--- src/rtl/weights.mem ---
// one 72-bit word per line, element 8 in the high byte and element 0 in the low byte
7f7f7f7f7f7f7f7f7f
7f7f7f7f7f7f7f7f7f
7f7f7f7f7f7f7f7f7f
7f7f7f7f7f7f7f7f7f
808080808080808080
808080808080808080
808080808080808080
808080808080808080
3cf1079a22e5400bc8
057f8013ee612df89c
b41966d003fe728a41
e72b905c11cd38f406
7a04c3e95817a63f81
12d94e80b76cf02593
ff016ac5398e54d720
48b21d77e00a9f63cc
808080808080808080
808080808080808080
808080808080808080
808080808080808080
010203040506070809
f7f8f9fafbfcfdfeff
6e9127dc4ab50873ae
33cc55aa0ff069967f
a15b2ee27c8619d340
0d64bf3891fa4c27e5
883ad10e6fc2951b74
5ea702f936cb806d19
c9127e45e308b15a2f
24dd836b1097fc3ea8
710ce629d453be0792
9d461fb862ea35c00b

--- src/rtl/dot_pkg.sv ---
package dot_pkg;

  // element and vector sizes
  localparam int data_w     = 8;
  localparam int chunk_len  = 9;
  localparam int vec_len    = 36;
  localparam int num_chunks = vec_len / chunk_len;
  localparam int num_rows   = 4;
  localparam int num_outs   = 4;
  localparam int num_layers = 2;

  // one ROM word per (layer, output, chunk)
  localparam int rom_depth  = num_layers * num_outs * num_chunks;
  localparam int rom_aw     = 5;

  // rom read plus three inner product stages
  localparam int pipe_lat   = 4;
  localparam int acc_w      = 24;

  typedef logic signed [data_w-1:0] data_t;

  // element 0 sits in the low byte
  typedef logic [chunk_len*data_w-1:0] chunk_t;

  // 16-bit products, nine of them
  typedef logic signed [2*data_w+$clog2(chunk_len)-1:0] prod_sum_t;

  typedef logic signed [acc_w-1:0] result_t;

  typedef logic [rom_aw-1:0] rom_addr_t;
  typedef logic [$clog2(num_chunks)-1:0] chunk_idx_t;
  typedef logic [$clog2(num_outs)-1:0] out_idx_t;
  typedef logic layer_t;

  typedef enum logic [1:0] {
    idle,
    fetch,
    drain,
    done
  } ctrl_state_t;

endpackage

--- src/rtl/dot_ctrl_if.sv ---
interface dot_ctrl_if import dot_pkg::*; ();

  chunk_idx_t chunk_sel;
  logic       capture;

  // aligned with the inner product output
  logic       acc_first;
  logic       acc_store;
  out_idx_t   out_sel;

  modport ctrl (
    output chunk_sel,
    output capture,
    output acc_first,
    output acc_store,
    output out_sel
  );

  modport lane (
    input chunk_sel,
    input capture,
    input acc_first,
    input acc_store,
    input out_sel
  );

endinterface

--- src/rtl/dot_ctrl.sv ---
module dot_ctrl import dot_pkg::*; (
  input  logic      clk,
  input  logic      rst_n,
  input  logic      load,
  input  layer_t    layer,
  output rom_addr_t rom_addr,
  output logic      valid,
  dot_ctrl_if.ctrl  ctl
);

  ctrl_state_t state;
  chunk_idx_t  chunk_cnt;
  out_idx_t    out_cnt;
  logic [$clog2(pipe_lat+1)-1:0] drain_cnt;

  logic issue;
  logic last_issue;
  logic issue_first;
  logic issue_last;

  // capture-time flags, pipe_lat deep
  logic [pipe_lat-1:0] first_dly;
  logic [pipe_lat-1:0] store_dly;
  out_idx_t            out_dly [pipe_lat];

  // idle with load high is cycle 0, counters are already zero
  assign issue       = load && (state == idle || state == fetch);
  assign issue_first = issue && (chunk_cnt == '0);
  assign issue_last  = issue && (chunk_cnt == chunk_idx_t'(num_chunks - 1));
  assign last_issue  = issue_last && (out_cnt == out_idx_t'(num_outs - 1));

  // layer x 16 + output x 4 + chunk
  assign rom_addr = {layer, out_cnt, chunk_cnt};

  always_ff @(posedge clk or negedge rst_n) begin
    if (!rst_n) begin
      state     <= idle;
      chunk_cnt <= '0;
      out_cnt   <= '0;
      drain_cnt <= '0;
      valid     <= 1'b0;
    end else if (!load) begin
      // abort or end of transfer
      state     <= idle;
      chunk_cnt <= '0;
      out_cnt   <= '0;
      drain_cnt <= '0;
      valid     <= 1'b0;
    end else begin
      valid <= (state == done);
      if (issue) begin
        {out_cnt, chunk_cnt} <= {out_cnt, chunk_cnt} + 1'b1;
      end
      case (state)
        idle: begin
          state <= fetch;
        end
        fetch: begin
          if (last_issue) begin
            state     <= drain;
            drain_cnt <= '0;
          end
        end
        drain: begin
          // wait for the last store to land
          if (drain_cnt == pipe_lat) begin
            state <= done;
          end else begin
            drain_cnt <= drain_cnt + 1'b1;
          end
        end
        default: begin
          state <= done;
        end
      endcase
    end
  end

  always_ff @(posedge clk or negedge rst_n) begin
    if (!rst_n) begin
      first_dly <= '0;
      store_dly <= '0;
    end else if (!load) begin
      // no partial store after an abort
      first_dly <= '0;
      store_dly <= '0;
    end else begin
      first_dly <= {first_dly[pipe_lat-2:0], issue_first};
      store_dly <= {store_dly[pipe_lat-2:0], issue_last};
    end
  end

  always_ff @(posedge clk) begin
    out_dly[0] <= out_cnt;
    for (int i = 1; i < pipe_lat; i++) begin
      out_dly[i] <= out_dly[i-1];
    end
  end

  assign ctl.chunk_sel = chunk_cnt;
  assign ctl.capture   = issue;
  assign ctl.acc_first = first_dly[pipe_lat-1];
  assign ctl.acc_store = store_dly[pipe_lat-1];
  assign ctl.out_sel   = out_dly[pipe_lat-1];

endmodule

--- src/rtl/weight_rom.sv ---
module weight_rom import dot_pkg::*; (
  input  logic      clk,
  input  rom_addr_t addr,
  output chunk_t    word
);

  chunk_t mem [rom_depth];

  // word w of the image is address w
  initial begin
    $readmemh("/design/src/rtl/weights.mem", mem);
  end

  // registered read, one cycle of latency
  always_ff @(posedge clk) begin
    word <= mem[addr];
  end

endmodule

--- src/rtl/inner_product.sv ---
module inner_product import dot_pkg::*; (
  input  logic      clk,
  input  logic      rst_n,
  input  chunk_t    a,
  input  chunk_t    b,
  output prod_sum_t sum
);

  data_t a_el [chunk_len];
  data_t b_el [chunk_len];

  logic signed [2*data_w-1:0] prod [chunk_len];
  logic signed [2*data_w+1:0] part [chunk_len/3];

  always_comb begin
    for (int i = 0; i < chunk_len; i++) begin
      a_el[i] = a[i*data_w +: data_w];
      b_el[i] = b[i*data_w +: data_w];
    end
  end

  // stage one, products
  always_ff @(posedge clk or negedge rst_n) begin
    if (!rst_n) begin
      for (int i = 0; i < chunk_len; i++) begin
        prod[i] <= '0;
      end
    end else begin
      for (int i = 0; i < chunk_len; i++) begin
        prod[i] <= a_el[i] * b_el[i];
      end
    end
  end

  // stage two, groups of three
  always_ff @(posedge clk or negedge rst_n) begin
    if (!rst_n) begin
      for (int j = 0; j < chunk_len / 3; j++) begin
        part[j] <= '0;
      end
    end else begin
      for (int j = 0; j < chunk_len / 3; j++) begin
        part[j] <= prod[3*j] + prod[3*j+1] + prod[3*j+2];
      end
    end
  end

  // stage three
  always_ff @(posedge clk or negedge rst_n) begin
    if (!rst_n) begin
      sum <= '0;
    end else begin
      sum <= part[0] + part[1] + part[2];
    end
  end

endmodule

--- src/rtl/row_lane.sv ---
module row_lane import dot_pkg::*; (
  input  logic                      clk,
  input  logic                      rst_n,
  input  logic [vec_len*data_w-1:0] row,
  input  chunk_t                    weights,
  dot_ctrl_if.lane                  ctl,
  output logic [num_outs*acc_w-1:0] results
);

  chunk_t    chunk_q;
  prod_sum_t sum;
  result_t   acc;
  result_t   acc_next;
  result_t   res_q [num_outs];

  // selected nine elements, zero when idle
  always_ff @(posedge clk or negedge rst_n) begin
    if (!rst_n) begin
      chunk_q <= '0;
    end else if (ctl.capture) begin
      chunk_q <= row[ctl.chunk_sel*chunk_len*data_w +: chunk_len*data_w];
    end else begin
      chunk_q <= '0;
    end
  end

  inner_product u_inner_product (
    .clk   (clk),
    .rst_n (rst_n),
    .a     (chunk_q),
    .b     (weights),
    .sum   (sum)
  );

  // first chunk of an output restarts the sum
  assign acc_next = ctl.acc_first ? result_t'(sum) : acc + sum;

  always_ff @(posedge clk or negedge rst_n) begin
    if (!rst_n) begin
      acc <= '0;
    end else begin
      acc <= acc_next;
    end
  end

  always_ff @(posedge clk or negedge rst_n) begin
    if (!rst_n) begin
      for (int m = 0; m < num_outs; m++) begin
        res_q[m] <= '0;
      end
    end else if (ctl.acc_store) begin
      res_q[ctl.out_sel] <= acc_next;
    end
  end

  always_comb begin
    for (int m = 0; m < num_outs; m++) begin
      results[m*acc_w +: acc_w] = res_q[m];
    end
  end

endmodule

--- src/rtl/dot_top.sv ---
module dot_top import dot_pkg::*; (
  input  logic                               clk,
  input  logic                               rst_n,
  input  logic                               load,
  input  layer_t                             layer,
  input  logic [num_rows*vec_len*data_w-1:0] d,
  output logic                               valid,
  output logic [num_rows*num_outs*acc_w-1:0] q
);

  rom_addr_t rom_addr;
  chunk_t    rom_word;

  dot_ctrl_if ctl_if ();

  dot_ctrl u_dot_ctrl (
    .clk      (clk),
    .rst_n    (rst_n),
    .load     (load),
    .layer    (layer),
    .rom_addr (rom_addr),
    .valid    (valid),
    .ctl      (ctl_if.ctrl)
  );

  // one word feeds every lane
  weight_rom u_weight_rom (
    .clk  (clk),
    .addr (rom_addr),
    .word (rom_word)
  );

  for (genvar r = 0; r < num_rows; r++) begin : g_lane
    row_lane u_row_lane (
      .clk     (clk),
      .rst_n   (rst_n),
      .row     (d[r*vec_len*data_w +: vec_len*data_w]),
      .weights (rom_word),
      .ctl     (ctl_if.lane),
      .results (q[r*num_outs*acc_w +: num_outs*acc_w])
    );
  end

endmodule

--- config.mk ---
export PLATFORM = sky130hd
export DESIGN_NAME = dot_top
export DESIGN_NICKNAME = d
export VERILOG_FILES = /design/src/rtl/dot_pkg.sv /design/src/rtl/dot_ctrl_if.sv /design/src/rtl/dot_ctrl.sv /design/src/rtl/weight_rom.sv /design/src/rtl/inner_product.sv /design/src/rtl/row_lane.sv /design/src/rtl/dot_top.sv
export SDC_FILE = /design/constraint.sdc
export NUM_CORES = 1
export LEC_CHECK = 0
export ABC_CLOCK_PERIOD_IN_PS = 1700
export BUFFER_PORTS_ARGS = -buffer_cell sky130_fd_sc_hd__buf_2
export CAP_MARGIN = 20
export CORE_AREA = 3 3 597 599
export DETAILED_ROUTE_END_ITERATION = 8
export DIE_AREA = 0 0 600 602
export PLACE_DENSITY_LB_ADDON = 0.3
export SLEW_MARGIN = 5
export SYNTH_ARGS = -nofsm -noshare
export SYNTH_HDL_FRONTEND = slang
export SYNTH_SLANG_ARGS = --single-unit
--- constraint.sdc ---
create_clock -name clk -period 1.7 [get_ports clk]
set_input_delay 0.255 -clock clk [delete_from_list [all_inputs] [get_ports clk]]
set_output_delay 0.255 -clock clk [all_outputs]
set_load 0.02 [all_outputs]
==> run metrics, run 1 <==
maximum fanout along the worst path 2; CP cell instances buf_2; final hold violation count 0; highest routed layer met5; family with the most delay on the worst path flip-flops; port bufs approximately 390; RSZ-0062 raised after global routing no; Slew HR 0.562; grt ovf 0; Final setup viols 0; Main synth FF type dfrtp_1; routed len/inst 10.2 microns; Final Max Slew Viols 0; largest stage delay on the critical path 400 ps; leakage 12.7 nW; DR vias/cell 1.89; final net count 3,194; Reg2Reg Setup Slack roughly 150 ps; Peak Freq roughly 0.64 GHz; I/O pin cnt 1,541; RD Place Congestion 0.745; initial DRC count 564; Min Clock Period, post-route 1570 ps; P&R area growth vs syn 58.2%; row cnt around 220; Final Skew approximately 73 ps; worst-margin pin slew about 660 ps; Yosys warning count 0; htree depth 2; die extent in y 602 microns; Synth cell types 30; register area share after synthesis 0.706; Critical Path Start Type flop; share of layout cells above drive strength 1 0.279; vias in the first global route 13.2k; vias post-DR 12.6k; crit path buf inv count 1; Setup CP Type reg2out; Syn Nets 2,771; r2r worst-path depth 5; stages on the worst setup path 1; Pwr Density 941 mW/mm^2; CTS Sinks 506; drc violations 0; Synth Cell Area 0.0179 sq mm; GRT Total Usage 0.0374; global-route wire length before repair 99,000 microns; register area 0.0126 sq mm; Antenna Violating Nets Remaining 0; Clock Pin Slew Worst Setup and Hold Paths 60 ps; die span in x 600 microns; Worst EP required 1440 ps; Worst setup EP type primary output; post-synthesis register bit count 506; slowest CP cell dfrtp_1; status completed; routed length on met1 roughly 26,000 microns; Post-synth ARST share 0.984; Synth Area per Inst 11.1 sq um; max-cap viol count 0; Placed Area roughly 0.026 sq mm; post-layout instance area between 0.02 and 0.03 sq mm; Worst Path Arrival 1320 ps; setup TNS 0 ps; Total Wirelength 68,500 microns; CTS root buf clkbuf_16; CTS tree done; Hold Path Class in2async; Core Area between 0.3 and 0.4 sq mm; metal3 WL 5440 microns; met2 WL 34,100 microns; fill count 40.9k; multi-input combinational cell area 0.00435 sq mm; worst skew pair latency 690 ps; Tcrit/Tclk final 0.926; largest net degree at the start of global routing between 60 and 70; number of diodes 0; Initial DRT Pass Iterations 5; DP Wirelength 50,800 microns; Worst VDD drop 0.000749 V; initial antenna violation count 3; CTS Buffer Depth 3; number of synthesized flops with an enable pin 0; die area 0.361 sq mm; Inserted Clock Buffers 60; starting density of the core 0.0508; setup bufs post-CTS 0; Mapped Cells 1,611
==> placed cells by master, fill, tap and decap left out, types with 2 or more instances in the layout <==
| master | netlist | layout |
|---|---|---|
| nor2_1 | 3 | 3 |
| buf_2 | 19 | 384 |
| ha_1 | 4 | 4 |
| buf_4 | 0 | 34 |
| o21ai_1 | 75 | 75 |
| o21ai_2 | 18 | 18 |
| buf_12 | 0 | 36 |
| inv_8 | 0 | 2 |
| clkbuf_1 | 56 | 8 |
| dfxtp_1 | 8 | 8 |
| bufinv_16 | 0 | 9 |
| clkinv_2 | 0 | 12 |
| clkbuf_8 | 0 | 13 |
| dfrtp_1 | 498 | 496 |
| mux2i_1 | 2 | 2 |
| clkinv_4 | 0 | 4 |
| dlygate4sd3_1 | 0 | 2 |
| inv_1 | 101 | 101 |
| o21ai_0 | 291 | 291 |
| xnor2_1 | 2 | 2 |
| nand2_1 | 388 | 388 |
| clkbuf_16 | 0 | 60 |
| and3_1 | 2 | 2 |
| nand3b_1 | 3 | 3 |
| and2_1 | 10 | 10 |
| nand2b_1 | 96 | 96 |
| nor2b_1 | 3 | 3 |
| clkinv_16 | 0 | 3 |
==> metrics by stage <==
step,hold slack [ps],setup WS (ps),total power [mW],instances,util
6_report,107,127,26.6,6705,0.0804
4_1_cts,84.4,7.37,27.2,6705,0.0804
2_1_floorplan,-40.6,391,12.4,1611,-
3_5_place_dp,213,105,12.7,6590,0.0740
5_1_grt,96.8,9.32,27.7,6705,0.0804
3_3_place_gp,211,110,12.7,6590,0.0740
==> state kept, by name, summed over array words and instances (netlist names) <==
name and cells:
g_lane.u_row_lane.results 384, g_lane.u_row_lane.acc 96, u_dot_ctrl.out_dly 8, u_dot_ctrl.first_dly 4, u_dot_ctrl.store_dly 4, u_dot_ctrl.drain_cnt 3, u_dot_ctrl.ctl.chunk_sel 2, u_dot_ctrl.out_cnt 2
u_dot_ctrl.state 2, u_dot_ctrl.valid 1
==> per-layer routing <==
metal  global-route usage  up-vias
met4               0.0175        2
met5                    0        -
met1               0.0398     6198
li1                     -     6017
met2               0.0643      307
met3               0.0148      117
==> timing repair <==
| action | in CTS | in global routing |
|---|---|---|
| hold buffers | 2 | 0 |
| resized for setup | 3 | 0 |
| endpoints found under the setup margin | 2 | 0 |
| endpoints found under the hold margin | 441 | 0 |
==> final timing paths <==
check,start,end
worst max register to register,u_dot_ctrl.store_dly[3],g_lane[3].u_row_lane.results[4]
worst max-delay path,g_lane[1].u_row_lane.results[16],q[112]
max in group asynchronous,rst_n,g_lane[3].u_row_lane.results[4]
worst min register to register,u_dot_ctrl.out_dly[2][1],u_dot_ctrl.out_dly[3][1]
min in group clk,u_dot_ctrl.out_dly[2][1],u_dot_ctrl.out_dly[3][1]
worst min-delay path,rst_n,g_lane[3].u_row_lane.results[30]
==> final cells by class <==
| class | instances | area share |
|---|---|---|
| sequential | 506 | 0.447 |
| tap | 4620 | 0.204 |
| timing repair buffer | 457 | 0.104 |
| multi-input combinational | 908 | 0.154 |
| clock buffer | 81 | 0.0605 |
| clock inverter | 32 | 0.0175 |
| inverter | 101 | 0.0134 |
==> power by group <==
part | leakage (nW) | switching [mW] | total [mW] | internal, mW
logic | 4.61 | 0.302 | 0.404 | 0.101
clock network | 1.08 | 5.63 | 14.1 | 8.50
registers | 7.02 | 0.0180 | 12.1 | 12.1
total | 12.7 | 5.95 | 26.6 | 20.7
==> cell usage after synthesis, drive strengths merged, types with 2 or more instances <==
cell      n  area, sq um
nor2      3         11.3
inv     101          379
nand3b    3         22.5
dfrtp   498        12500
and2     10         62.6
and3      2         12.5
ha        4         50.1
o21ai   384         1990
nor2b     3         18.8
clkbuf   56          210
dfxtp     8          160
nand3     2         10.0
nand2   388         1460
nand2b   96          601
buf      40          324
mux2i     2         20.0
xnor2     2         17.5
==> cells by family (layout without fill, tap and decap cells) <==
kind of cell,count (synthesis),count (layout),synth area share
simple gates,511,511,0.125
flops,506,506,0.706
compound gates,388,388,0.113
buf+inv,197,671,0.0511
fa+ha+maj,4,4,0.00280
xor+xnor,3,3,0.00147
mux,2,2,0.00112
Note: power is estimated with default switching activity, not from simulation.
==> run 2, diff against run 1 <==
--- a/config.mk
+++ b/config.mk
@@ -7,7 +7,6 @@
 export LEC_CHECK = 0
 export ABC_CLOCK_PERIOD_IN_PS = 1700
 export BUFFER_PORTS_ARGS = -buffer_cell sky130_fd_sc_hd__buf_2
-export CAP_MARGIN = 20
 export CORE_AREA = 3 3 597 599
 export DETAILED_ROUTE_END_ITERATION = 8
 export DIE_AREA = 0 0 600 602
==> constraint.sdc (replaced) <==
create_clock -name clk -period 1.7 [get_ports clk]
set_input_delay 0.17 -clock clk [delete_from_list [all_inputs] [get_ports clk]]
set_output_delay 0.17 -clock clk [all_outputs]
set_load 0.02 [all_outputs]
==> run metrics, run 2 (synthesis results as in run 1) <==
Final setup viols 0; port bufs 387; Reg2Reg Setup Slack 180 ps; Final Max Slew Viols 0; Combinational Power Share 0.016; Peak Freq 0.631 GHz; family with the most delay on the worst path buffers and inverters; Pwr Density a little over 900 mW/mm^2; flip-flop count of the largest register after layout 384; Slew HR 0.611; Core Area roughly 0.35 sq mm; Inserted Clock Buffers 60; multi-input combinational cell area around 0.0044 sq mm; number of diodes 0; setup TNS 0 ps; drc violations 0; Min Clock Period, post-route 1580 ps; Worst VDD drop approximately 0.00077 V; RD Place Congestion 0.745; sequential power share 0.463; Worst Path Arrival 1410 ps; CTS Buffer Depth 3; initial DRC count 562; I/O pin cnt 1,541; DP Wirelength 51,000 microns; global-route wire length before repair approximately 100,000 microns; crit path buf inv count 1; Final Skew 77.1 ps; clock network power share 0.521; worst skew pair latency about 700 ps; CTS root buf clkbuf_16; initial antenna violation count 2; CTS tree done; final net count between 3k and 4k; status completed; Hold Crit Endpoint u_dot_ctrl.out_dly[3][0]; worst-margin pin slew 583 ps; hold path depth 0; internal power 20.3 mW; P&R area growth vs syn 58.0%; die area ~0.36 sq mm; Tcrit/Tclk final 0.932; vias post-DR 12.7k; max-cap viol count 0; htree depth 2; Critical Path Start Type flop; Hold Path Class reg2reg; share of layout cells above drive strength 1 0.278; maximum fanout along the worst path 2; Crit Reg-Reg Endpoint g_lane[0].u_row_lane.results[7]; routed len/inst 10.3 microns; DR vias/cell 1.89; row cnt 218; setup bufs post-CTS 0; slowest CP cell buf_2; leakage 12.7 nW; Clock Pin Slew Worst Setup and Hold Paths 60 ps; worst r2r src u_dot_ctrl.store_dly[3]; Antenna Violating Nets Remaining 0; largest net degree at the start of global routing 67; register area 0.0126 sq mm; vias in the first global route 13.1k; grt ovf 0; die span in x 600 microns; largest stage delay on the critical path 380 ps; CTS Sinks 506; final hold violation count 0; fill count 41.0k; RSZ-0062 raised after global routing no; CP cell instances buf_2; GRT Total Usage 0.0373; switch share 0.224; Sw Pwr 5.83 mW; Initial DRT Pass Iterations 4; Total Wirelength 68,800 microns; Worst setup EP type primary output; commonest cells after routing, fill and taps aside dfrtp_1, nand2_1, buf_2; critical path startpoint g_lane[2].u_row_lane.results[67]; Worst EP required 1530 ps; starting density of the core 0.0508; die extent in y 602 microns; commonest non-fill, non-tap cell in the layout dfrtp_1; HP Start u_dot_ctrl.out_dly[2][0]; hold_ws 324 ps; r2r worst-path depth 5; stages on the worst setup path 1; Setup CP Type reg2out
==> run 2: timing repair <==
item,CTS,global route
hold endpoints to repair,435,0
hold buffers,3,0
setup endpoints to repair,1,0
resized for setup,1,0
==> run 2: final cells by class <==
cell class                 count  area share
sequential                   506       0.447
tap                         4620       0.205
timing repair buffer         467       0.106
clock buffer                  89      0.0623
inverter                     101      0.0134
clock inverter                22      0.0121
multi-input combinational    908       0.154
==> run 2: metal layers <==
| layer | track usage | vias to the layer above | part of all wire |
|---|---|---|---|
| li1 | - | 6030 | - |
| met1 | 0.0404 | 6225 | 0.38 |
| met2 | 0.0647 | 284 | 0.50 |
| met3 | 0.0137 | 118 | 0.076 |
| met4 | 0.0164 | 0 | 0.046 |
| met5 | 0 | - | 0 |
==> run 2: worst register-to-register path, cell delays in order (launching register included) <==
cell	delay (ps)
dfrtp_1	420
or3b_4	450
buf_12	180
buf_12	260
nand2_1	100
o21ai_1	60
==> run 2: metrics by stage <==
stage / instances / setup WS, ps / utilization / area, sq um / total power [mW]
2_1_floorplan: 1611 / 391 / - / 17900 / 12.4
3_3_place_gp: 6599 / 144 / 0.0742 / 26100 / 12.7
3_5_place_dp: 6599 / 143 / 0.0742 / 26100 / 12.7
4_1_cts: 6713 / 50.8 / 0.0803 / 28200 / 26.7
5_1_grt: 6713 / 74.4 / 0.0803 / 28200 / 27.2
6_report: 6713 / 116 / 0.0803 / 28200 / 26.1
==> run 2: worst max path at each step <==
stage	endpoint	slack [ps]
after CTS	q[98]	50
after global placement	g_lane[3].u_row_lane.results[4]	140
after detailed placement	g_lane[1].u_row_lane.results[5]	140
after global routing	q[98]	70
after floorplan	u_dot_ctrl.drain_cnt[0]	390
final	q[259]	120
==> run 2: power by group through the flow <==
| stage | Clock (mW) | Combinational (mW) | Sequential [mW] |
|---|---|---|---|
| after floorplan | 0 | 0.0581 | 12.3 |
| after global placement | 0 | 0.428 | 12.3 |
| after detailed placement | 0 | 0.433 | 12.3 |
| after CTS | 14.2 | 0.440 | 12.1 |
| after global routing | 14.6 | 0.475 | 12.1 |
| final | 13.6 | 0.409 | 12.1 |
==> run 3, diff against run 2 <==
--- a/config.mk
+++ b/config.mk
@@ -8,6 +8,7 @@
 export ABC_CLOCK_PERIOD_IN_PS = 1700
 export BUFFER_PORTS_ARGS = -buffer_cell sky130_fd_sc_hd__buf_2
 export CORE_AREA = 3 3 597 599
+export CTS_BUF_LIST = sky130_fd_sc_hd__clkbuf_8 sky130_fd_sc_hd__clkbuf_16
 export DETAILED_ROUTE_END_ITERATION = 8
 export DIE_AREA = 0 0 600 602
 export PLACE_DENSITY_LB_ADDON = 0.3
==> run metrics, run 3 (synthesis results as in run 1) <==
status completed; stages on the worst setup path 1; Min Clock Period, post-route approximately 1600 ps; Worst VDD drop 0.000768 V; drc violations 0; max-cap viol count 0; die extent in y between 600 and 700 microns; P&R area growth vs syn 58.0%; initial DRC count 547; maximum fanout along the worst path 2; leakage 12.8 nW; Total Wirelength 68,900 microns; crit path buf inv count 1; critical path startpoint g_lane[2].u_row_lane.results[67]; Worst setup EP type primary output; htree depth 2; Antenna Violating Nets Remaining 0; DR vias/cell between 1.5 and 2; commonest cells after routing, fill and taps aside dfrtp_1, nand2_1, buf_2; row cnt 218; DP Wirelength 51,000 microns; slowest CP cell buf_2; final hold violation count 0; RD Place Congestion between 0.7 and 0.8; Inserted Clock Buffers 60; met1 Use GR 0.0404; GRT busiest layer met2; Pwr Density 921 mW/mm^2; Setup CP Type reg2out; global-route wire length before repair 98,800 microns; CTS root buf clkbuf_16; vias in the first global route between 10k and 15k; largest stage delay on the critical path 380 ps; worst r2r src u_dot_ctrl.store_dly[3]; initial antenna violation count 2; Slew HR 0.613; Final Skew 75.9 ps; number of diodes 0; routed len/inst approximately 10 microns; Core Area 0.352 sq mm; Worst EP required 1530 ps; Tcrit/Tclk final 0.932; flip-flop count of the largest register after layout between 300 and 400; setup TNS 0 ps; Crit Reg-Reg Endpoint g_lane[0].u_row_lane.results[7]; GR Util met3 0.0137; die span in x 600 microns; I/O pin cnt 1,541; commonest non-fill, non-tap cell in the layout dfrtp_1; Initial DRT Pass Iterations 4; CTS Buffer Depth 3; Final setup viols 0; largest net degree at the start of global routing 67; register area 0.0126 sq mm; CTS tree done; fill count 41.0k; die area 0.361 sq mm; Peak Freq 0.631 GHz; DP Cell Count approximately 6.6k; worst-margin pin slew 580 ps; grt ovf 0; met2 GRT Util 0.0647; final cell count without fillers 6,713; CP Capture Point q[259]; CTS Sinks 506; GRT Total Usage 0.0373; Worst Path Arrival 1410 ps; port bufs 387; vias post-DR 12.6k; share of layout cells above drive strength 1 0.278; r2r worst-path depth 5; utilization after layout 0.0803; final net count 3,204; Clock Pin Slew Worst Setup and Hold Paths 60 ps; Critical Path Start Type flop; Reg2Reg Setup Slack 180 ps; Hold Path Class reg2reg; worst skew pair latency 690 ps; family with the most delay on the worst path buffers and inverters; starting density of the core 0.0508; multi-input combinational cell area 0.00435 sq mm; Final Max Slew Viols 0; CP cell instances buf_2; RSZ-0062 raised after global routing no
==> run 3: cell count changes in the layout (fill, tap and decap cells not counted) <==
| cell | before | now |
|---|---|---|
| clkbuf_1 | 14 | 0 |
| inv_1 | 101 | 115 |
==> run 3: area by class of cell <==
class / instances / area share
clock inverters: 36 / 0.0140
multi-input cells: 908 / 0.154
clock buffers: 75 / 0.0605
inverters: 101 / 0.0134
well taps: 4620 / 0.205
flip-flops and latches: 506 / 0.447
repair buffers: 467 / 0.106
==> run 3: stage by stage <==
stage	setup slack [ps]	area, sq um	hold WS, ps	power [mW]
after floorplan	391	17900	-126	12.4
after global placement	144	26100	119	12.7
after detailed placement	143	26100	112	12.7
after CTS	50.8	28200	326	26.6
after global routing	74.4	28200	330	27.1
final	116	28200	324	26.0
==> run 3: power breakdown <==
| part | internal, mW | switching (mW) | leakage [nW] |
|---|---|---|---|
| logic | 0.105 | 0.304 | 4.66 |
| clock network | 8.01 | 5.52 | 1.09 |
| registers | 12.1 | 0.0177 | 7.02 |
==> run 3: what timing repair did <==
action / in CTS / in global routing
gates resized for setup: 1 / 0
hold endpoints to repair: 435 / 0
setup endpoints to repair: 1 / 0
buffers inserted: 0 / 0
hold buffers: 3 / 0
==> run 3: worst min-delay path by stage <==
stage                                                   to  depth (start not counted)                      from
after detailed placement  g_lane[3].u_row_lane.results[10]                          1                     rst_n
after floorplan                g_lane[0].u_row_lane.acc[0]                          0                     rst_n
after CTS                         u_dot_ctrl.out_dly[3][0]                          0  u_dot_ctrl.out_dly[2][0]
after global placement         g_lane[3].u_row_lane.acc[6]                          1                     rst_n
final                             u_dot_ctrl.out_dly[3][0]                          0  u_dot_ctrl.out_dly[2][0]
after global routing              u_dot_ctrl.out_dly[2][1]                          0  u_dot_ctrl.out_dly[1][1]
==> run 3: worst register-to-register path, cell delays in order, from the launching register on <==
cell     delay, ps
dfrtp_1        420
or3b_4         450
buf_12         180
buf_12         260
nand2_1        100
o21ai_1         60
==> run 3: per-layer routing <==
layer  share of wire  wire, microns
met1            0.38          26200
met2            0.50          34200
met3           0.075           5200
met4           0.047           3250
met5               0              0
